File: src/verilog/ddr_sim_pkg.sv
package ddr_sim_pkg;

  // Data word of the memory port and the APB bus
  typedef logic [31:0] word_t;
  // One enable per byte lane
  typedef logic [3:0] strb_t;
  // APB register offset, byte address
  typedef logic [7:0] apb_addr_t;

  // Address window given to the memory port
  typedef struct packed {
    word_t addr_start;
    word_t addr_end;
  } mapinfo_t;

  // Plug-and-play descriptor of the memory slave
  typedef struct packed {
    logic [1:0]  descrtype;
    word_t       addr_start;
    word_t       addr_end;
    logic [15:0] vid;
    logic [15:0] did;
  } dev_config_t;

  // Single memory request, one strobe per request
  typedef struct packed {
    logic  valid;
    logic  write;
    word_t addr;
    word_t wdata;
    strb_t wstrb;
  } mem_req_t;

  // Memory response, always two cycles after the request
  typedef struct packed {
    logic  valid;
    logic  err;
    word_t rdata;
  } mem_rsp_t;

  // APB requester side
  typedef struct packed {
    logic      psel;
    logic      penable;
    logic      pwrite;
    apb_addr_t paddr;
    word_t     pwdata;
  } apb_in_t;

  // APB completer side
  typedef struct packed {
    logic  pready;
    logic  pslverr;
    word_t prdata;
  } apb_out_t;

  // Controller state seen by the register block
  typedef struct packed {
    logic        calib_done;
    logic        busy;
    logic [15:0] ref_count;
  } ctrl_status_t;

  // Register map
  localparam apb_addr_t REG_STATUS  = 8'h00;
  localparam apb_addr_t REG_TEMP    = 8'h04;
  localparam apb_addr_t REG_CTRL    = 8'h08;
  localparam apb_addr_t REG_SCRATCH = 8'h0C;

  // Device descriptor constants
  localparam logic [1:0]  CFG_TYPE_SLAVE = 2'd2;
  localparam logic [15:0] VENDOR_ID      = 16'h00F1;
  localparam logic [15:0] SRAM_DEV_ID    = 16'h0073;

endpackage

File: src/verilog/mem_port.sv
module mem_port #(
  parameter int ABITS = 10
) (
  input  logic                     i_clk,
  input  logic                     i_rst_n,
  input  ddr_sim_pkg::mapinfo_t    i_mapinfo,
  output ddr_sim_pkg::dev_config_t o_cfg,
  input  ddr_sim_pkg::mem_req_t    i_req,
  output ddr_sim_pkg::mem_rsp_t    o_rsp,
  input  logic                     i_mem_avail,
  output logic                     o_wr_en,
  output logic [ABITS-1:0]         o_word_addr,
  output logic [31:0]              o_wdata,
  output logic [3:0]               o_wstrb,
  input  logic [31:0]              i_rdata
);

  logic               in_range;
  logic               accept;
  ddr_sim_pkg::word_t offset;
  logic               s1_valid;
  logic               s1_err;
  logic               s1_read;
  logic               rsp_valid;
  logic               rsp_err;
  ddr_sim_pkg::word_t rsp_rdata;

  // Window includes addr_start and excludes addr_end
  assign in_range = (i_req.addr >= i_mapinfo.addr_start) &&
                    (i_req.addr < i_mapinfo.addr_end);
  assign accept   = in_range && i_mem_avail;

  // Byte offset into the window, then word index
  assign offset      = i_req.addr - i_mapinfo.addr_start;
  assign o_word_addr = offset[ABITS+1:2];

  // Array write happens in the request cycle, only when accepted
  assign o_wr_en = i_req.valid && i_req.write && accept;
  assign o_wdata = i_req.wdata;
  assign o_wstrb = i_req.wstrb;

  // Stage 1 lines up with the registered array read
  always_ff @(posedge i_clk or negedge i_rst_n) begin
    if (!i_rst_n) begin
      s1_valid  <= 1'b0;
      rsp_valid <= 1'b0;
    end else begin
      s1_valid  <= i_req.valid;
      rsp_valid <= s1_valid;
    end
  end

  always_ff @(posedge i_clk) begin
    s1_err  <= !accept;
    s1_read <= !i_req.write;
    rsp_err <= s1_err;
    // Data only for an accepted read, zero otherwise
    rsp_rdata <= (s1_valid && s1_read && !s1_err) ? i_rdata : '0;
  end

  assign o_rsp.valid = rsp_valid;
  assign o_rsp.err   = rsp_err;
  assign o_rsp.rdata = rsp_rdata;

  // Device descriptor from the given window
  assign o_cfg.descrtype  = ddr_sim_pkg::CFG_TYPE_SLAVE;
  assign o_cfg.addr_start = i_mapinfo.addr_start;
  assign o_cfg.addr_end   = i_mapinfo.addr_end;
  assign o_cfg.vid        = ddr_sim_pkg::VENDOR_ID;
  assign o_cfg.did        = ddr_sim_pkg::SRAM_DEV_ID;

endmodule

File: config.mk
export PLATFORM = sky130hd
export DESIGN_NAME = mem_port
export DESIGN_NICKNAME = d
export VERILOG_FILES = /design/src/verilog/ddr_sim_pkg.sv /design/src/verilog/mem_port.sv
export SDC_FILE = /design/constraint.sdc
export NUM_CORES = 1
export LEC_CHECK = 0
export ABC_AREA = 1
export CAP_MARGIN = 20
export CORE_AREA = 2 2 135 137
export CTS_BUF_LIST = sky130_fd_sc_hd__clkbuf_4 sky130_fd_sc_hd__clkbuf_8 sky130_fd_sc_hd__clkbuf_16
export DETAILED_ROUTE_END_ITERATION = 8
export DIE_AREA = 0 0 137 139
export DONT_BUFFER_PORTS = 1
export SETUP_SLACK_MARGIN = 0.02
export SLEW_MARGIN = 20
export SYNTH_ARGS = -nofsm -noshare
export SYNTH_HDL_FRONTEND = slang
export SYNTH_SLANG_ARGS = --single-unit
File: constraint.sdc
create_clock -name i_clk -period 1.9 [get_ports i_clk]
set_clock_uncertainty 0.1 [all_clocks]
set_input_delay 0.095 -clock i_clk [delete_from_list [all_inputs] [get_ports i_clk]]
set_output_delay 0.095 -clock i_clk [all_outputs]
set_load 0.005 [all_outputs]
Word-level counts from Yosys, hierarchy flattened
Cells that the tools add are included.
W data, S select, Z words.
{ "op_classes": {"add_sub_neg": 1, "n_reduce_logical": 9, "magnitude_cmp": 2} }
{ "ops": {"columns": ["cell", "n"], "rows": [
  ["$ge A32 B32 Y1", 1],
  ["$lt A32 B32 Y1", 1],
  ["$sub A12 B12 Y12", 1],
  ["$logic_and A1 B1 Y1", 6],
  ["$logic_not A1 Y1", 3]
]} }
{ "totals": {"output_inout_bits": 179, "ff_bits": 37, "word_cells": 18} }

Depth between registers and ports, before layout
{ "logic_depth": {"depth_word": 4, "depth_mapped": 15} }

Worst setup path before layout
OpenSTA, ideal clock, no wires.
{ "synth_timing": {"path_kind": "input -> output", "start": "in i_mapinfo[34] in the netlist's numbering", "end": "out o_word_addr[7]", "n_path_buf": 0, "arrival_ns": 1.181, "t_required_ns": 1.705, "path_stages": 8, "path_slack_ns": 0.524, "path_cell_list": "inv_1 > ha_1 > a21oi_1 > o21ai_2 > a21oi_2 > nor2_1 > nor2_1 > xnor2_1"} }
{ "synth_between": {"elab_chain_cells": 1} }
{ "synth_lines": {"columns": ["item", "line_no", "text"], "rows": [
  ["start: declaration", "mem_port.sv:6", "input ddr_sim_pkg::mapinfo_t i_mapinfo,"],
  ["$sub A12 B12 Y12", "mem_port.sv:34", "assign offset = i_req.addr - i_mapinfo.addr_start;"],
  ["end: declaration", "mem_port.sv:12", "output logic [ABITS-1:0] o_word_addr,"]
]} }
No other way between the ends.

Worst setup path in the final report
{ "layout_timing": {"start": "in i_mapinfo[39] in the netlist's numbering", "end": "out o_wr_en"} }
{ "layout_between": {"elab_chain_cells": 4} }
{ "layout_lines": {"columns": ["item", "line_no", "text"], "rows": [
  ["$ge A32 B32 Y1", "mem_port.sv:29", "assign in_range = (i_req.addr >= i_mapinfo.addr_start) &&"],
  ["$logic_and A1 B1 Y1", "mem_port.sv:29", null],
  ["$logic_and A1 B1 Y1", "mem_port.sv:31", "assign accept = in_range && i_mem_avail;"],
  ["$logic_and A1 B1 Y1", "mem_port.sv:38", "assign o_wr_en = i_req.valid && i_req.write && accept;"],
  ["end: declaration", "mem_port.sv:11", "output logic o_wr_en,"]
]} }
No other way between the ends.

==> out/results.ini <==
[timing]
rsz0062_at_grt = no
holdWs_ns = 0.0472
maxSlewViolCount = 0
period_minus_slack_ns = 1.64
timing.final.crit_share = 0.866
hold_viol = 0
fin_ws_ns = 0.255
setup_violations = 0
finalSetupTns_ns = 0
timing.fmax_ghz = 0.608

[power_and_ir_drop]
swShare = 0.273
p_leak_nw = 2.17
powerDensity_mw_per_mm2 = 600
clkPwrFrac = 0.407
switchingPower_uw = 636
power.total_mw = 2.33
internal-power_mw = 1.69
vdd_ir_drop_max_mv = 0.595
pwr-share-comb = 0.248
pwr-share-seq = 0.345

[placed_design]
io_buffers = 0
gp_congestion = 0.806
dp_hpwl_um = 8760
pre_cts_slack_ns = 0.180
placed_cell_area_sq_mm = 0.00334

[global_route]
grt_usage = 0.0984
gr-total-overflow = 0
grt_start_max_net_pins = 33
grt_pass1_wl_um = 14200
grt_pass1_vias = 2891
antenna_found_initial = 0

[worst_setup_path]
arrival_ns = 1.45
cp.required_ns = 1.70
rr_startpoint = s1_err
worstPathMaxFanout = 4
reg2reg_to = rsp_rdata[29]
cp-end-kind = output port
r2r.worst_path.cells = 3
critPathLaunchType = primary input
r2r_slack_ns = 0.79
crit_type = in -> out

[cells_and_area]
nets = 729
drive_gt1_frac = 0.0502
syn_to_final_growth_pct = -1.93
fill_cells = 1944
antenna_cells = 0
finalInstanceArea_sq_mm = 0.00388

[floorplan]
core-area_sq_mm = 0.0177
start_util = 0.224
io-pin-count = 348
die_h_um = 139
dieArea_sq_mm = 0.0190
die_w_um = 137
rows = 49

[yosys]
avgSynthCellArea_sq_um = 7.07
ys_ff_latch = 37
synth_area_sq_mm = 0.00396
synthDistinctLibCells = 27
ys_warn_count = 0
ys_seq_area_frac = 0.190
synthCells = 560

[drt]
ant_nets = 0
vias_per_cell = 3.90
drt-initial-drc-count = 37
drtPass1Iterations = 4
wl_per_cell_um = 13.8
num_vias = 2837
wl_um = 10000
route.detailed.drc = 0

[min_path]
hold_path_depth = 5
holdPathEnd = s1_err
hold_start = i_mem_avail
hp-class = in -> reg

[clock_tree]
path_clk_slew_ns = 0.06
clk_latency_ns = 0.28
cts_sinks = 37
cts_tree = done
clock_path_buffers = 2
cts_root_buf = clkbuf_16
cts_inserted_buffers = 5
cts_max_level = 2

[job]
drv_cap = 0

[status]
status = finished clean

## layout by cell type (no fill, tap or decap)
cell type        n
o21a_1           2
o21ai_0          6
dfrtp_1          2
nand3_1          7
nand2_1         70
a31oi_1          1
clkinvlp_4       1
nor3_1           4
ha_2             2
bufinv_16        1
clkinv_1         1
xnor2_1          4
nand4_1          2
nand2_2          8
o21ai_1          2
buf_4            1
xor2_1           6
nor2_2           3
a21oi_1         32
a21o_1           2
nor2_1          54
a21oi_2          1
conb_1          34
dfxtp_1         35
o21ai_2          1
nand3_2          1
dlygate4sd3_1   36
clkbuf_8         1
clkbuf_16        5
inv_1          111
ha_1            61
nand3b_1         1
## timing repair
item,CTS,global route
gates resized for setup,0,2
endpoints found under the hold margin,36,0
hold buffers,36,0
endpoints found under the setup margin,0,1
buffers inserted,0,0
## state kept, by name, summed over array words and instances, names as in the netlist
register,cells
rsp_err,1
rsp_rdata,32
rsp_valid,1
s1_err,1
s1_read,1
s1_valid,1
## area by class of cell
cell class                      count  area [sq um]  area share
Timing Repair Buffer               37           368      0.0947
Tap cell                          229           287      0.0738
Sequential cell                    37           751       0.193
Clock inverter                      2          37.5     0.00966
Multi-Input combinational cell    304          1880       0.485
Inverter                          112           420       0.108
Clock buffer                        6           139      0.0358
## cells in the mapped netlist
cell type  instances  share of area
o21a_1             2         0.0038
o21ai_0            6         0.0076
a21oi_2            1         0.0022
xor2_1             6          0.013
nand2_1           70          0.066
clkinv_1           1        0.00095
nor2_1            54          0.051
a31oi_1            1         0.0016
nand4_1            2         0.0032
nand3b_1           1         0.0019
conb_1             2         0.0019
nand3_1            7         0.0088
nor3_1             4         0.0051
xnor2_1            4         0.0088
buf_4            136           0.26
clkbuf_1           3         0.0028
a21o_1             2         0.0038
inv_1            111           0.11
dfrtp_1            2          0.013
nand3_2            1         0.0025
o21ai_2            1         0.0022
dfxtp_1           35           0.18
ha_1              63           0.20
o21ai_1            2         0.0025
a21oi_1           32          0.040
nor2_2             3         0.0047
nand2_2            8          0.013
## per-stage QoR
step | cells | utilization
6_report | 727 | 0.220
5_1_grt | 727 | 0.220
4_1_cts | 727 | 0.220
3_5_place_dp | 683 | 0.189
3_3_place_gp | 683 | 0.189
2_1_floorplan | 592 | -
## worst max-delay path by stage
stage	startpoint	endpoint	cells past startpoint
5_1_grt	i_mapinfo[39]	o_wr_en	12
3_3_place_gp	i_mapinfo[39]	o_wr_en	12
4_1_cts	i_mapinfo[39]	o_wr_en	12
6_report	i_mapinfo[39]	o_wr_en	12
2_1_floorplan	i_mapinfo[34]	o_word_addr[7]	8
3_5_place_dp	i_mapinfo[39]	o_wr_en	12
## power groups by stage
stage,sequential (mW),combinational [mW],clock (mW)
after detailed placement,0.819,0.524,0
final,0.803,0.578,0.948
after global placement,0.819,0.518,0
after global routing,0.804,0.683,0.991
after CTS,0.803,0.589,0.973
after floorplan,0.816,0.626,0
## per-layer routing
metal,routed length (um),up-vias,GRT usage
li1,-,1399,-
met1,3540,1217,0.0933
met2,5230,203,0.199
met3,1030,18,0.0238
met4,191,0,0.0336
met5,0,-,0
## worst max-delay path: stages
cell and delay, ns:
inv_1 0.03, ha_2 0.36, nand2_1 0.09, nor2_2 0.15, nand2_1 0.10, o21ai_1 0.12, nor2_1 0.05, nand2_1 0.08
nand2_1 0.06, nand2_1 0.09, nand3_2 0.10, nor2_2 0.14
## cells by family (layout without fill, tap and decap cells)
| group | Yosys count | count (layout) | share of synthesized area |
|---|---|---|---|
| buf+inv | 251 | 157 | 0.367 |
| compound gates | 47 | 47 | 0.0641 |
| xor+xnor | 10 | 10 | 0.0221 |
| simple gates | 150 | 150 | 0.156 |
| fa+ha+maj | 63 | 63 | 0.199 |
| flops | 37 | 37 | 0.190 |
| other cells | 2 | 34 | 0.00190 |
No activity file was read; power rests on OpenSTA's default activity.
