==> config.mk <==
export PLATFORM = sky130hd
export DESIGN_NAME = ddr_ctrl
export DESIGN_NICKNAME = d
export VERILOG_FILES = /design/src/verilog/ddr_sim_pkg.sv /design/src/verilog/ddr_ctrl.sv
export SDC_FILE = /design/constraint.sdc
export NUM_CORES = 1
export LEC_CHECK = 0
export ABC_AREA = 1
export BUFFER_PORTS_ARGS = -buffer_cell sky130_fd_sc_hd__buf_2
export CAP_MARGIN = 0
export CELL_PAD_IN_SITES_DETAIL_PLACEMENT = 2
export CELL_PAD_IN_SITES_GLOBAL_PLACEMENT = 2
export CORE_ASPECT_RATIO = 0.8
export CORE_MARGIN = 1
export CORE_UTILIZATION = 30
export CTS_CLUSTER_SIZE = 10
export DETAILED_ROUTE_END_ITERATION = 8
export PLACE_DENSITY_LB_ADDON = 0.3
export SLEW_MARGIN = 10
export SYNTH_ARGS = -nofsm -noshare
export SYNTH_HDL_FRONTEND = slang
export SYNTH_SLANG_ARGS = --single-unit
==> constraint.sdc <==
create_clock -name i_clk -period 1.4 [get_ports i_clk]
set_clock_uncertainty 0.2 [all_clocks]
set_input_delay 0.21 -clock i_clk [delete_from_list [all_inputs] [get_ports i_clk]]
set_output_delay 0.21 -clock i_clk [all_outputs]
set_load 0.1 [all_outputs]
==> src/verilog/ddr_sim_pkg.sv <==
package ddr_sim_pkg;

  // Data word of the memory port and the APB bus
  typedef logic [31:0] word_t;
  // One enable per byte lane
  typedef logic [3:0] strb_t;
  // APB register offset, byte address
  typedef logic [7:0] apb_addr_t;

  // Address window given to the memory port
  typedef struct packed {
    word_t addr_start;
    word_t addr_end;
  } mapinfo_t;

  // Plug-and-play descriptor of the memory slave
  typedef struct packed {
    logic [1:0]  descrtype;
    word_t       addr_start;
    word_t       addr_end;
    logic [15:0] vid;
    logic [15:0] did;
  } dev_config_t;

  // Single memory request, one strobe per request
  typedef struct packed {
    logic  valid;
    logic  write;
    word_t addr;
    word_t wdata;
    strb_t wstrb;
  } mem_req_t;

  // Memory response, always two cycles after the request
  typedef struct packed {
    logic  valid;
    logic  err;
    word_t rdata;
  } mem_rsp_t;

  // APB requester side
  typedef struct packed {
    logic      psel;
    logic      penable;
    logic      pwrite;
    apb_addr_t paddr;
    word_t     pwdata;
  } apb_in_t;

  // APB completer side
  typedef struct packed {
    logic  pready;
    logic  pslverr;
    word_t prdata;
  } apb_out_t;

  // Controller state seen by the register block
  typedef struct packed {
    logic        calib_done;
    logic        busy;
    logic [15:0] ref_count;
  } ctrl_status_t;

  // Register map
  localparam apb_addr_t REG_STATUS  = 8'h00;
  localparam apb_addr_t REG_TEMP    = 8'h04;
  localparam apb_addr_t REG_CTRL    = 8'h08;
  localparam apb_addr_t REG_SCRATCH = 8'h0C;

  // Device descriptor constants
  localparam logic [1:0]  CFG_TYPE_SLAVE = 2'd2;
  localparam logic [15:0] VENDOR_ID      = 16'h00F1;
  localparam logic [15:0] SRAM_DEV_ID    = 16'h0073;

endpackage

==> src/verilog/ddr_ctrl.sv <==
module ddr_ctrl #(
  parameter int CALIB_CYCLES = 16,
  parameter int REF_CYCLES   = 8
) (
  input  logic                      i_clk,
  input  logic                      i_rst_n,
  input  logic                      i_ref_req,
  output ddr_sim_pkg::ctrl_status_t o_status,
  output logic                      o_mem_avail,
  output logic                      o_init_calib_done
);

  localparam int CAL_W = $clog2(CALIB_CYCLES + 1);
  localparam int REF_W = $clog2(REF_CYCLES + 1);

  logic [CAL_W-1:0] cal_cnt;
  logic             calib_done;
  logic [REF_W-1:0] ref_cnt;
  logic             busy;
  logic [15:0]      ref_count;
  logic             ref_start;
  logic             ref_last;

  // Refresh only from idle and after calibration, else the request is lost
  assign ref_start = i_ref_req && calib_done && !busy;
  // Final busy cycle of the current refresh
  assign ref_last  = busy && (ref_cnt == REF_W'(REF_CYCLES - 1));

  // Start-up calibration model
  always_ff @(posedge i_clk or negedge i_rst_n) begin
    if (!i_rst_n) begin
      cal_cnt    <= '0;
      calib_done <= 1'b0;
    end else if (!calib_done) begin
      // Done flag rises CALIB_CYCLES edges after reset release
      if (cal_cnt == CAL_W'(CALIB_CYCLES - 1)) begin
        calib_done <= 1'b1;
      end
      cal_cnt <= cal_cnt + 1'b1;
    end
  end

  // Refresh sequencer
  always_ff @(posedge i_clk or negedge i_rst_n) begin
    if (!i_rst_n) begin
      busy      <= 1'b0;
      ref_cnt   <= '0;
      ref_count <= '0;
    end else if (ref_start) begin
      busy    <= 1'b1;
      ref_cnt <= '0;
    end else if (busy) begin
      if (ref_last) begin
        busy      <= 1'b0;
        // Count completed refreshes on the falling edge of busy
        ref_count <= ref_count + 16'd1;
      end
      ref_cnt <= ref_cnt + 1'b1;
    end
  end

  assign o_status.calib_done = calib_done;
  assign o_status.busy       = busy;
  assign o_status.ref_count  = ref_count;

  // Memory usable only when calibrated and not refreshing
  assign o_mem_avail       = calib_done && !busy;
  assign o_init_calib_done = calib_done;

endmodule

==> results.ini, run 1 <==
[clock_tree]
cts-buffers-inserted = 3
cts_sinks = 27
htreeDepth = 1
ctsRootBufferMaster = clkbuf_8
ctsLongestPathBuffers = 2

[floorplan]
die-height_um = 63.1
die_x_um = 78.3
start_util_pct = 32.3
rows = 21
ios = 23

[yosys]
synth_seq_cells = 27
synth_nets = 169
yosysSeqAreaShare_pct = 48.3
synth_edf_count = 0
synth_top_area_cell = dfrtp_1
yosysWarnings = 0
syn_area_um2 = 1400
synth_top_area_share_pct = 48.3
async_reset_ff_share_pct = 100
synth_area_per_cell_um2 = 8.63
yosysUniqueCellTypes = 25
synthTopCellsByArea = dfrtp_1, nand2_1, nor2_1
ys.flop_type = dfrtp_1
syn-instance-count = 162

[sta]
worst_endpoint = ref_count[13]$_DFFE_PN0P_/D
worstEpCategory = register input

[outcome]
status = stopped before the end
haltStage = global routing (5_1_grt)
tool.error = [ERROR DPL-0033] detailed placement checks failed during check placement.

[placement]
gp_congestion = 0.778
io_buffers = 22
place_inst = 256
dp.final_hpwl_mm = 3.75

[global_routing]
grt_start_max_net_pins = 28
antenna_found_initial = 1

## stage by stage
| step | cell area, µm² | worst slack, ps | hold slack, ps |
|---|---|---|---|
| after floorplan | 1530 | -423 | -286 |
| after global placement | 2140 | -62.3 | -33.6 |
| after detailed placement | 2140 | -163 | -26.6 |
| after CTS | 2480 | -168 | 51.7 |
## synthesized netlist by cell type (2+ instances only)
master   number
nand2_4       2
o21ai_0       3
nor2_1       21
dfrtp_1      27
nand3_1       6
o21ai_1       3
xor2_1        8
ha_1          4
buf_4         2
nand2_1      44
inv_1        19
nor3_1        3
a21oi_1       2
nand4_1       4
xnor2_1       4
## repair_timing
| item | in CTS |
|---|---|
| cloned | 0 |
| resized for setup | 36 |
| pin swaps | 19 |
| buffers inserted | 19 |
| endpoints found under the setup margin | 33 |
| endpoints found under the hold margin | 27 |
| hold buffers | 1 |
## logic make-up after synthesis
| group | synth area share, % |
|---|---|
| and+or+nand+nor | 29.8 |
| muxes | 0.805 |
| xor gates and xnor gates | 7.51 |
| buffers and inverters | 6.44 |
| AOI/OAI and AO/OA | 3.58 |
| adders and majority gates | 3.58 |
| DFF | 48.3 |
==> inputs of run 2 (changes only) <==
--- a/config.mk
+++ b/config.mk
@@ -8,14 +8,10 @@
 export ABC_AREA = 1
 export BUFFER_PORTS_ARGS = -buffer_cell sky130_fd_sc_hd__buf_2
 export CAP_MARGIN = 0
-export CELL_PAD_IN_SITES_DETAIL_PLACEMENT = 2
-export CELL_PAD_IN_SITES_GLOBAL_PLACEMENT = 2
-export CORE_ASPECT_RATIO = 0.8
 export CORE_MARGIN = 1
-export CORE_UTILIZATION = 30
-export CTS_CLUSTER_SIZE = 10
+export CORE_UTILIZATION = 35
 export DETAILED_ROUTE_END_ITERATION = 8
-export PLACE_DENSITY_LB_ADDON = 0.3
+export PLACE_DENSITY_LB_ADDON = 0.15
 export SLEW_MARGIN = 10
 export SYNTH_ARGS = -nofsm -noshare
 export SYNTH_HDL_FRONTEND = slang
==> constraint.sdc (replaced) <==
create_clock -name i_clk -period 1.8 [get_ports i_clk]
set_clock_uncertainty 0.2 [all_clocks]
set_input_delay 0.27 -clock i_clk [delete_from_list [all_inputs] [get_ports i_clk]]
set_output_delay 0.27 -clock i_clk [all_outputs]
set_load 0.1 [all_outputs]
==> run 2 against run 1 <==
  * The run now ends clean
  * Synthesized cell count unchanged
  * Synthesized area unchanged
==> results.ini, run 2 <==
[outcome]
status = complete, no violations

[floorplan]
start_util_pct = 37.4
die_x_um = 65.2
core_um2 = 3740
die-height_um = 65.2
rows = 22
dieArea_um2 = 4250
ios = 23

[global_routing]
antenna_found_initial = 0
met1_usage_pct = 20.0
grt_pass1_wl_mm = 4.68
grt_pass1_vias = 1019
grt_usage_pct = 14.7
grt_start_max_net_pins = 28
grt_busiest_layer = met2
grt_util_met3_pct = 3.30
grt-ovfl-total = 0
grt_use_met2_pct = 21.4

[clock_tree]
ctsLongestPathBuffers = 2
cts_sinks = 27
clk_pin_slew_ps = 100
htreeDepth = 1
ctsRootBufferMaster = clkbuf_8
post-cts-setup-buffer-count = 0
clk_latency_ps = 280
cts_tree = done
cts-buffers-inserted = 3

[yosys]
synth_edf_count = 0
synth_nets = 169
yosysWarnings = 0
syn-instance-count = 162
ys.flop_type = dfrtp_1
synth_top_area_cell = dfrtp_1
async_reset_ff_share_pct = 100
yosysUniqueCellTypes = 25
synth_area_per_cell_um2 = 8.63
synth_common_cells = nand2_1, dfrtp_1, nor2_1
synth_seq_cells = 27
yosysSeqAreaShare_pct = 48.3
synth_most_common_cell = nand2_1
syn_area_um2 = 1400
synth_top_area_share_pct = 48.3
synthTopCellsByArea = dfrtp_1, nand2_1, nor2_1

[power_and_ir_drop]
vdd.ir_drop.worst_mv = 0.642
pwr_density_cell_nw_per_um2 = 1250
total_power_w = 0.00210
power_leakage_nw = 0.846

[finish]
largest_reg_flops = 16
multi_input_area_um2 = 643
largestRegisters = ref_count: 16 flops, cal_cnt: 5 flops, ref_cnt: 4 flops
layout_common_cells = nand2_1, buf_2, nor2_1
regMostFlops = ref_count
area_growth_pct = 19.4
antenna_cells = 0
layout.nets = 195
layout-drive-gt1-share_pct = 30.5
fill_cells = 394
layout_commonest_cell = nand2_1
register_area_um2 = 703

[sta]
finalHoldViolCount = 0
period_share_pct = 94.1
setup_viol = 0
drv_slew = 0
tns_ps = 0
period_minus_slack_ps = 1690
timing.fmax_mhz = 590
tightest_slew_ps = 630
timing.slew.headroom_pct = 58.0
grt_setup_unrepaired = false

[detailed_routing]
wire_per_inst_um = 11.4
via_per_inst = 4.55
routed_wl_mm = 2.68
drcViolationCount = 0
drtIter0Drc = 86
first_pass_iters = 4
antenna_left = 0
via_count = 1070

[setup_path]
critPathBufInv = 1
crit_type = flip-flop to primary output
crit_path_end_kind = primary output
path_cells = clkbuf_4
slowest_stage = dfrtp_1
cp.arrival_ps = 1220
max_stage_delay_ps = 540
required_ps = 1330
critPathMaxFanout = 7
critPathLaunchType = flip-flop
critPathTopFamily = flip-flops

[placement]
gp_congestion = 0.825
io_buffers = 22
dp.final_hpwl_mm = 2.01

[min_path]
min_path_type = input port to flip-flop

[job]
max_cap_viol_count = 0

==> run 2: cell counts after synthesis <==
Identical to the previous run, type by type.
==> run 2: repair_timing <==
action,in CTS,in global routing
setup endpoints to repair,0,2
resized for setup,0,2
hold endpoints to repair,27,0
hold buffers,1,0
==> run 2: metrics by stage <==
step	worst slack, ps	instances	util (%)	area [µm²]	hold slack [ps]
6_report	105	235	44.6	1670	96.4
5_1_grt	24.3	235	44.6	1670	117
4_1_cts	7.54	235	44.5	1670	91.1
3_5_place_dp	158	230	42.9	1610	126
3_3_place_gp	230	230	42.9	1610	121
2_1_floorplan	-47.3	162	-	1440	-226
==> run 2: worst paths after layout <==
| check | start | to | slack, ps | depth (start not counted) |
|---|---|---|---|---|
| setup / recovery | busy$_DFF_PN0_ | o_status[16] | 110 | 1 |
| hold / removal | i_ref_req | ref_cnt[2]$_DFFE_PN0P_ | 100 | 4 |
| setup reg to reg | ref_cnt[0]$_DFFE_PN0P_ | ref_count[10]$_DFFE_PN0P_ | 220 | 6 |
| hold reg to reg | cal_cnt[4]$_DFFE_PN0N_ | cal_cnt[4]$_DFFE_PN0N_ | 290 | 2 |
| max in group asynchronous | i_rst_n | ref_count[1]$_DFFE_PN0P_ | 600 | 2 |
| min in group asynchronous | i_rst_n | ref_cnt[1]$_DFFE_PN0P_ | 330 | 2 |
==> run 2: cell type report <==
class / count / area share [%]
multi-input combinational: 113 / 38.5
timing repair buffer: 23 / 8.24
inverter: 20 / 4.64
sequential: 27 / 42.1
tap: 48 / 3.60
clock inverter: 1 / 0.449
clock buffer: 3 / 2.47
==> run 2: kinds of logic after synthesis <==
| logic type | count (synthesis) | share of synthesized area (%) |
|---|---|---|
| mux | 1 | 0.805 |
| fa+ha+maj | 4 | 3.58 |
| compound gates | 9 | 3.58 |
| xor+xnor | 12 | 7.51 |
| buf+inv | 22 | 6.44 |
| flops | 27 | 48.3 |
| simple gates | 87 | 29.8 |
==> run 2: metal layers <==
layer	vias up	wire length, µm
met5	-	0
met3	5	109
li1	553	-
met1	495	1390
met4	0	62
met2	17	1110
==> run 2: tightest hold or removal path, stage by stage <==
cell     delay [ps]
buf_2            90
nand2_1          70
o21ai_0          80
a21oi_1          40
==> run 2: power by group <==
group	internal (W)	switching, W
clock	0.000158	0.000205
combinational	0.000234	0.000672
sequential	0.000717	0.000110
total	0.00111	0.000987
Power figures use the tool's default switching activity.
