**config.mk**
```make
export PLATFORM = sky130hd
export DESIGN_NAME = apb_ddr_regs
export DESIGN_NICKNAME = d
export VERILOG_FILES = /design/src/verilog/ddr_sim_pkg.sv /design/src/verilog/apb_ddr_regs.sv
export SDC_FILE = /design/constraint.sdc
export NUM_CORES = 1
export LEC_CHECK = 0
export BUFFER_PORTS_ARGS = -buffer_cell sky130_fd_sc_hd__buf_2
export CORE_MARGIN = 10
export CORE_UTILIZATION = 46
export CTS_CLUSTER_DIAMETER = 120
export DETAILED_ROUTE_END_ITERATION = 12
export PLACE_DENSITY = 0.93
export SLEW_MARGIN = 15
export SYNTH_ARGS = -nofsm -noshare
export SYNTH_HDL_FRONTEND = slang
export SYNTH_SLANG_ARGS = --single-unit
```
**constraint.sdc**
```tcl
create_clock -name i_clk -period 3.28 [get_ports i_clk]
set_input_delay 0.492 -clock i_clk [delete_from_list [all_inputs] [get_ports i_clk]]
set_output_delay 0.492 -clock i_clk [all_outputs]
set_load 0.02 [all_outputs]
```
**src/verilog/ddr_sim_pkg.sv**
```systemverilog
package ddr_sim_pkg;

  // Data word of the memory port and the APB bus
  typedef logic [31:0] word_t;
  // One enable per byte lane
  typedef logic [3:0] strb_t;
  // APB register offset, byte address
  typedef logic [7:0] apb_addr_t;

  // Address window given to the memory port
  typedef struct packed {
    word_t addr_start;
    word_t addr_end;
  } mapinfo_t;

  // Plug-and-play descriptor of the memory slave
  typedef struct packed {
    logic [1:0]  descrtype;
    word_t       addr_start;
    word_t       addr_end;
    logic [15:0] vid;
    logic [15:0] did;
  } dev_config_t;

  // Single memory request, one strobe per request
  typedef struct packed {
    logic  valid;
    logic  write;
    word_t addr;
    word_t wdata;
    strb_t wstrb;
  } mem_req_t;

  // Memory response, always two cycles after the request
  typedef struct packed {
    logic  valid;
    logic  err;
    word_t rdata;
  } mem_rsp_t;

  // APB requester side
  typedef struct packed {
    logic      psel;
    logic      penable;
    logic      pwrite;
    apb_addr_t paddr;
    word_t     pwdata;
  } apb_in_t;

  // APB completer side
  typedef struct packed {
    logic  pready;
    logic  pslverr;
    word_t prdata;
  } apb_out_t;

  // Controller state seen by the register block
  typedef struct packed {
    logic        calib_done;
    logic        busy;
    logic [15:0] ref_count;
  } ctrl_status_t;

  // Register map
  localparam apb_addr_t REG_STATUS  = 8'h00;
  localparam apb_addr_t REG_TEMP    = 8'h04;
  localparam apb_addr_t REG_CTRL    = 8'h08;
  localparam apb_addr_t REG_SCRATCH = 8'h0C;

  // Device descriptor constants
  localparam logic [1:0]  CFG_TYPE_SLAVE = 2'd2;
  localparam logic [15:0] VENDOR_ID      = 16'h00F1;
  localparam logic [15:0] SRAM_DEV_ID    = 16'h0073;

endpackage

```
**src/verilog/apb_ddr_regs.sv**
```systemverilog
module apb_ddr_regs #(
  parameter logic [11:0] DEVICE_TEMP = 12'h456
) (
  input  logic                      i_clk,
  input  logic                      i_rst_n,
  input  ddr_sim_pkg::apb_in_t      i_apb,
  output ddr_sim_pkg::apb_out_t     o_apb,
  input  ddr_sim_pkg::ctrl_status_t i_status,
  output logic                      o_ref_req
);

  logic               access;
  logic               wr_access;
  logic               rd_access;
  logic               mapped;
  ddr_sim_pkg::word_t rdata;
  ddr_sim_pkg::word_t scratch;

  // Access phase of a transfer, no wait states
  assign access    = i_apb.psel && i_apb.penable;
  assign wr_access = access && i_apb.pwrite;
  assign rd_access = access && !i_apb.pwrite;

  // Offset decode and read mux
  always_comb begin
    mapped = 1'b1;
    rdata  = '0;
    case (i_apb.paddr)
      ddr_sim_pkg::REG_STATUS: begin
        // Count in the upper half, flags in the low bits
        rdata = {i_status.ref_count, 14'd0, i_status.busy, i_status.calib_done};
      end
      ddr_sim_pkg::REG_TEMP: begin
        rdata = {20'd0, DEVICE_TEMP};
      end
      ddr_sim_pkg::REG_CTRL: begin
        // Pulse register, nothing stored
        rdata = '0;
      end
      ddr_sim_pkg::REG_SCRATCH: begin
        rdata = scratch;
      end
      default: begin
        mapped = 1'b0;
      end
    endcase
  end

  // Scratch register, software read/write
  always_ff @(posedge i_clk or negedge i_rst_n) begin
    if (!i_rst_n) begin
      scratch <= '0;
    end else if (wr_access && (i_apb.paddr == ddr_sim_pkg::REG_SCRATCH)) begin
      scratch <= i_apb.pwdata;
    end
  end

  // Write one to CTRL bit 0 requests a refresh in the same cycle
  assign o_ref_req = wr_access && (i_apb.paddr == ddr_sim_pkg::REG_CTRL) &&
                     i_apb.pwdata[0];

  // Status and temperature writes fall through the decode silently
  assign o_apb.pready  = access;
  assign o_apb.pslverr = access && !mapped;
  assign o_apb.prdata  = rd_access ? rdata : '0;

endmodule

```
# Yosys cells after proc, flatten, opt, wreduce, memory -nomap -nowiden
# Cells that the tools add are included.
# word_totals
register_bits,32
latchBits,0
ram_bits,0
rom_bits,0
inputBits,63
out_inout_bits,35
word_cells,18
mem_count,0
# classes
n_addsub,0
multipliers,0
n_div,0
n_lt_le_gt_ge,0
eq_ne,3
n_shift,0
mux,3
bitwise_logic,0
reduce_logical,11
# ops
op,count
32-bit one-hot mux with 3 select lines,1
32-bit two-way mux,1
8-bit by 4-bit equality test with 1-bit output (second input constant),2
8-bit by 3-bit equality test with 1-bit output (second input constant),1
8-bit zero test,1
1-bit logical AND,7
4-bit OR reduction,1
1-bit zero test,2
1-bit two-way mux,1

# Logic depth before layout (Yosys ltp)
# Gate-level depths: netlist of run 1.
# depth
word_depth,5
mapped_depth,6
depth_no_buf,3

# Worst setup path after synthesis of run 1
# Ideal clock, no wire load.
# synth_path
kind,input to output
from,input port i_apb[33] in the netlist's numbering
to,output port o_apb[21] in the netlist's numbering
arrival_ps,1972
t_required_ps,2788
setup_slack_ps,816
path_stages,5
path_buffers,2
cell_sequence,or4_4 > or3_1 > buf_2 > buf_6 > nor2_1
# synth_lines
element,line_no,rtl
"start, declared",apb_ddr_regs.sv:6,"input ddr_sim_pkg::apb_in_t i_apb,"
"end, declared",apb_ddr_regs.sv:7,"output ddr_sim_pkg::apb_out_t o_apb,"

==> results of run 1 <==
-- worst paths after layout --
kind | startpoint | endpoint | cells after the start
max | i_apb[33] | o_apb[26] | 5
min | i_rst_n | scratch[24] | 1
max reg2reg | scratch[30] | scratch[30] | 1
min reg2reg | scratch[29] | scratch[29] | 1
max in group asynchronous | i_rst_n | scratch[0] | 1
min in group i_clk | i_apb[25] | scratch[25] | 2
-- cell families (layout without fill, tap and decap cells) --
logic type / Yosys count / after routing / share of synthesized area (%)
compound gates: 24 / 24 / 10.3
mux: 32 / 32 / 22.0
flops: 32 / 32 / 49.0
simple gates: 41 / 41 / 14.1
buf+inv: 15 / 113 / 4.59
-- report_power, final --
| part | leakage, nW | switching, mW | internal [mW] |
|---|---|---|---|
| combinational | 0.780 | 0.0382 | 0.0401 |
| sequential | 0.446 | 0.00277 | 0.400 |
| clock | 0.0326 | 0.121 | 0.106 |
-- metal layers --
layer  global-route usage, %  share of wire (%)
met3                    8.45                 12
met2                    26.9                 51
met1                    13.9                 36
met4                    5.38               0.82
met5                       0                  0
-- through the flow --
step | hold slack [ns] | area (sq um) | setup slack (ns) | power [mW] | utilization [%]
6_report | 0.209 | 2210 | 0.601 | 0.707 | 65.1
5_1_grt | 0.231 | 2210 | 0.507 | 0.742 | 65.1
4_1_cts | 0.221 | 2210 | 0.582 | 0.720 | 65.1
3_5_place_dp | 0.485 | 2150 | 0.583 | 0.489 | 63.4
3_3_place_gp | 0.477 | 2150 | 0.608 | 0.486 | 63.4
2_1_floorplan | 0.196 | 1640 | 0.816 | 0.437 | -
-- layout by cell type, fill, tap and decap left out, types with 2 or more instances in the layout --
cell,netlist,layout
a21oi_1,5,5
a22oi_1,17,17
and2_1,2,2
and3_1,10,10
buf_2,6,97
buf_4,1,4
clkbuf_1,3,2
clkbuf_4,0,5
dfrtp_1,32,32
inv_1,4,4
mux2_1,3,3
mux2_2,29,29
nand4b_1,2,2
nor2_1,18,18
-- layout make-up --
class,instances,share of cell area (%)
flip-flops and latches,32,36.3
multi-input cells,97,34.4
repair buffers,101,23.4
clock buffers,8,2.66
well taps,46,2.61
inverters,4,0.680
==> impl_results.md, run 1 <==
* Ys flop type: dfrtp_1
* Leading area contributor after synthesis: dfrtp_1
* Multi-input logic area at 759 sq um
* Post-Syn Instances at between 100 and 150
* Core area at around 3400 sq um
* Fin. max-slew vios at 0
* FP Rows at 21
* CTS Buf Count at 5
* Clock Path Buffers at 2
* Syn. warnings at 0
* CP bufs+invs at 2
* Hold/Removal Path Class: input port to asynchronous set/reset pin
* Power Dens Cells at between 300 and 400 nW/um^2
* Initial antenna violation count at 0
* Worst setup EP type: output pin
* Starting density of the core at between 40% and 50%
* DRC Markers at 0
* Top-count cell post-synth: dfrtp_1
* Via density at 5.16
* Fin crit period at about 2.7 ns
* Slowest Stage Delay on Critical Path at ~0.63 ns
* Critical Path, Cell by Cell: buf_2 > or4_4 > or3_1 > nor2_1 > buf_2
* Setup TNS at 0 ns
* Flip-flop count of the largest register after layout at 32
* Fmax at 373 MHz
* RSZ-0062 raised after global routing: false
* GP Congestion at 0.806
* Crit start category: input port
* Synthesized cell area at between 1500 and 2000 sq um
* Starting DRT DRC Count at 38
* Vias in the first global route at approximately 1600
* Final setup viols at 0
* Peak supply drop at roughly 240 uV
* Status: finished, final reports clean
* DR pass1 iterations at 4
* Total GRT Usage at roughly 15%
* Clock root cell: clkbuf_4
* Classification of the worst setup path: input port to output pin
* Crit share post-route at around 82%
* CTS Sinks at 32
* IO Pins at 98
* Lkg Pwr at about 1.3 nW
* Setup Buffers After CTS at 0
* WL per Instance at 16.4 um
* Post-synth ARST share at 100%
* Final Routed Wirelength at ~4.7 mm
* Crit path max fanout at 18
* Grt ovf at 0
* Dpl hpwl at 3.77 mm
* Input/output buffers at 97
* CTS tree: yes
* Crit path DAT at between 2 and 2.5 ns
* Via count at around 1500
* Final hold viol count at 0
* Max-Cap Viols at 0
* Final-layout fill cell count at approximately 300
* Dpl cells at 280
* Chip width at between 70 and 80 um
* Top cells by count, synth: dfrtp_1 (32), mux2_2 (29), nor2_1 (18)
* Area delta synth->final at 35.0%
* First-pass GRT wire length at roughly 7.7 mm
* Rel. slew slack at a little over half
* Die height at about 80 um
* # H-tree levels at 2
* Share of post-route cells with drive strength above 1 at 57.0%
* Syn_nets at roughly 210
* Cell family with most CP delay: simple AND/OR/NAND/NOR gates
* Number of synthesized flops with an enable pin at 0
* Register area share after synthesis at 49.0%
* # diodes at 0
* Fin cells at between 200 and 300
* Slowest cell on the critical path: or3_1
* Flops & latches, synth at 32
* Worst-Margin Slew at slightly above 0.7 ns
* FF+latch area at 801 sq um
* Largest net degree at the start of global routing at 33
* CP most frequent cell: buf_2
* R2R Setup Slk at between 2 and 2.5 ns
* Largest Register: scratch
* Worst-Skew Late Latency at roughly 0.32 ns
* Die ar. at about 6300 sq um
* Clock Skews at 0 ns
* Hold buffers post-CTS at 0
* Syn_area_per_cell at ~11 sq um
* Final Net Count at about 300
* CTS resizes at 0
* Post-synthesis cell type count at 25
* Synth top area cells: dfrtp_1 (49%), mux2_2 (20%), a22oi_1 (7.8%), nor2_1 (4.1%), and3_1 (3.8%)
* Worst-path clk slew at roughly 0.09 ns
* DRT antenna net count at 0
* Post-synth top area share at approximately half
* Top Registers: scratch: 32 flops
* CP required at roughly 2.8 ns
Note: power is estimated with default switching activity, not from simulation.
==> inputs of run 2 (changes only) <==
Settings changed: CORE_UTILIZATION 46 to 39, PLACE_DENSITY 0.93 to 0.85.
Clock period 3.28 ns to 2.4 ns, I/O delays scaled along.
==> run 2 against run 1 <==
Worst setup slack worse by 0.42 ns; wire length down 0.80%; die area increased by 13%; clock power increased by 82%; critical path depth increased by 1; largest cell class unchanged; highest routed layer unchanged.
==> impl_results.md, run 2 (same netlist as run 1, synthesis figures left out) <==
* First-pass GRT wire length at 7.93 mm (+3.3%)
* Status: finished, final reports clean
* CTS tree: yes
* Initial antenna violation count at 0 (unchanged)
* DR pass1 iterations at 4 (unchanged)
* Minimum hold slack at 0.135 ns (-0.0744 ns)
* Worst-path clk slew at 0.06 ns (-0.03 ns)
* Largest net degree at the start of global routing at 33 (unchanged)
* Share of post-route cells with drive strength above 1 at 57.6% (+0.53 points)
* Setup TNS at 0 ns (unchanged)
* Crit start category: input port
* Input/output buffers at 97 (unchanged)
* WL per Instance at 15.9 um (-3.2%)
* Clock root cell: clkbuf_8
* Switching Fraction at 21.9% (-1.0 points)
* Most frequent cells in the layout: buf_2 (97), dfrtp_1 (32), mux2_2 (29)
* Die height at 84.8 um (+6.4%)
* Final hold viol count at 0 (unchanged)
* Place WS at 0.173 ns (-0.410 ns)
* Crit path max fanout at 18 (unchanged)
* FF+latch area at 801 sq um (unchanged)
* Clock Skews at 0 ns (unchanged)
* Via density at 5.00 (-3.2%)
* Multi-input logic area at 759 sq um (unchanged)
* Chip width at 84.8 um (+6.4%)
* Clock power share at 38.5% (+6.5 points)
* Worst-Skew Late Latency at 0.27 ns (-0.05 ns)
* Net Sw Power at 0.234 mW (+45%)
* Lkg Pwr at 1.29 nW (+2.2%)
* Classification of the worst setup path: input port to output pin
* Power Internal at 0.837 mW (+53%)
* Area delta synth->final at 38.6%
* # H-tree levels at 2 (unchanged)
* Crit share post-route at 92.7%
* CTS Sinks at 32 (unchanged)
* Design Power at 1.07 mW (+51%)
* RSZ-0062 raised after global routing: false
* Crit path DAT at 1.86 ns (-0.33 ns)
* Rel. slew slack at 52.4% (-0.26 points)
* Commonest non-fill, non-tap cell in the layout: buf_2
* Worst-Margin Slew at 0.714 ns (+0.00383 ns)
* Final instance area at 2270 sq um (+2.7%)
* Setup Buffers After CTS at 0 (unchanged)
* Final Net Count at 307 (+0.99%)
* Hold/Removal Path Class: input port to asynchronous set/reset pin
* # diodes at 0 (unchanged)
* GP Congestion at 0.786 (-2.5%)
* CTS resizes at 0 (unchanged)
* DRT antenna net count at 0 (unchanged)
* Fmax at ~450 MHz
* Clock Path Buffers at 2 (unchanged)
* Via count at 1474 (-0.81%)
* CTS Buf Count at 5 (unchanged)
* FP Rows at 23 (+9.5%)
* Setup ws final at 0.176 ns (-0.425 ns)
* IO Pins at 98 (unchanged)
* Vias in the first global route at 1644 (+2.1%)
* Power Dens Cells at 473 nW/um^2 (+47%)
* Final-layout fill cell count at 376 (+27%)
* Dpl hpwl at 3.77 mm (+0.16%)
* Hold buffers post-CTS at 0 (unchanged)
* Core area at 4030 sq um (+19%)
* CP required at 2.04 ns (-0.75 ns)
* DP Area at 2180 sq um (+1.3%)
* Starting density of the core at 40.6% (-7.7 points)
* Top Registers: scratch: 32 flops
* Grt ovf at 0 (unchanged)
* Peak supply drop at 287 uV (+22%)
* Flop pwr share at 51.5% (-5.4 points)
* Die ar. at 7180 sq um (+13%)
* Fin. max-slew vios at 0 (unchanged)
* Worst setup EP type: output pin
* Fin crit period at about 2.2 ns
* DRC Markers at 0 (unchanged)
* Final setup viols at 0 (unchanged)
* Total GRT Usage at 13.0% (-2.0 points)
* Final Routed Wirelength at 4.70 mm (-0.80%)
* Largest Register: scratch
* Max-Cap Viols at 0 (unchanged)
* Comb power frac at 10.1% (-1.0 points)
* Starting DRT DRC Count at 68 (+79%)
* Flip-flop count of the largest register after layout at 32 (unchanged)
## run 2: power by group through the flow
stage | clock network, mW | logic, mW | registers (mW)
6_report | 0.412 | 0.108 | 0.551
2_1_floorplan | 0 | 0.0374 | 0.560
3_3_place_gp | 0 | 0.106 | 0.561
3_5_place_dp | 0 | 0.109 | 0.561
5_1_grt | 0.458 | 0.123 | 0.552
4_1_cts | 0.430 | 0.110 | 0.551
## run 2: layout make-up
type | instances | area share (%)
Sequential cell | 32 | 35.3
Timing Repair Buffer | 104 | 23.7
Tap cell | 50 | 2.76
Clock buffer | 8 | 3.98
Inverter | 4 | 0.663
Multi-Input combinational cell | 97 | 33.5
## run 2: per-layer routing
layer / wire length [um] / part of all wire, % / global-route usage, %
met5: 0 / 0 / 0
met4: 23 / 0.49 / 2.69
met3: 397 / 8.5 / 5.51
met2: 2460 / 52 / 23.1
met1: 1810 / 39 / 14.1
## run 2: final timing paths
kind	start	cells past startpoint	to	slack, ns
max in group asynchronous	i_rst_n	1	scratch[13]	1.80
worst max-delay path	i_apb[33]	6	o_apb[1]	0.18
worst min-delay path	i_rst_n	1	scratch[25]	0.13
worst min register to register	scratch[12]	1	scratch[12]	0.50
worst max register to register	scratch[30]	1	scratch[30]	1.59
min in group i_clk	i_apb[25]	2	scratch[25]	0.31
## run 2: critical path, cell delays in order
cell and delay [ns]:
buf_2 0.10, or4_4 0.55, or3_1 0.35, buf_4 0.20, a21oi_1 0.12, buf_2 0.18
## run 2: through the flow
| stage | instances | util [%] |
|---|---|---|
| 2_1_floorplan | 144 | - |
| 3_3_place_gp | 287 | 54.0 |
| 3_5_place_dp | 287 | 54.0 |
| 4_1_cts | 295 | 56.2 |
| 5_1_grt | 295 | 56.2 |
| 6_report | 295 | 56.2 |
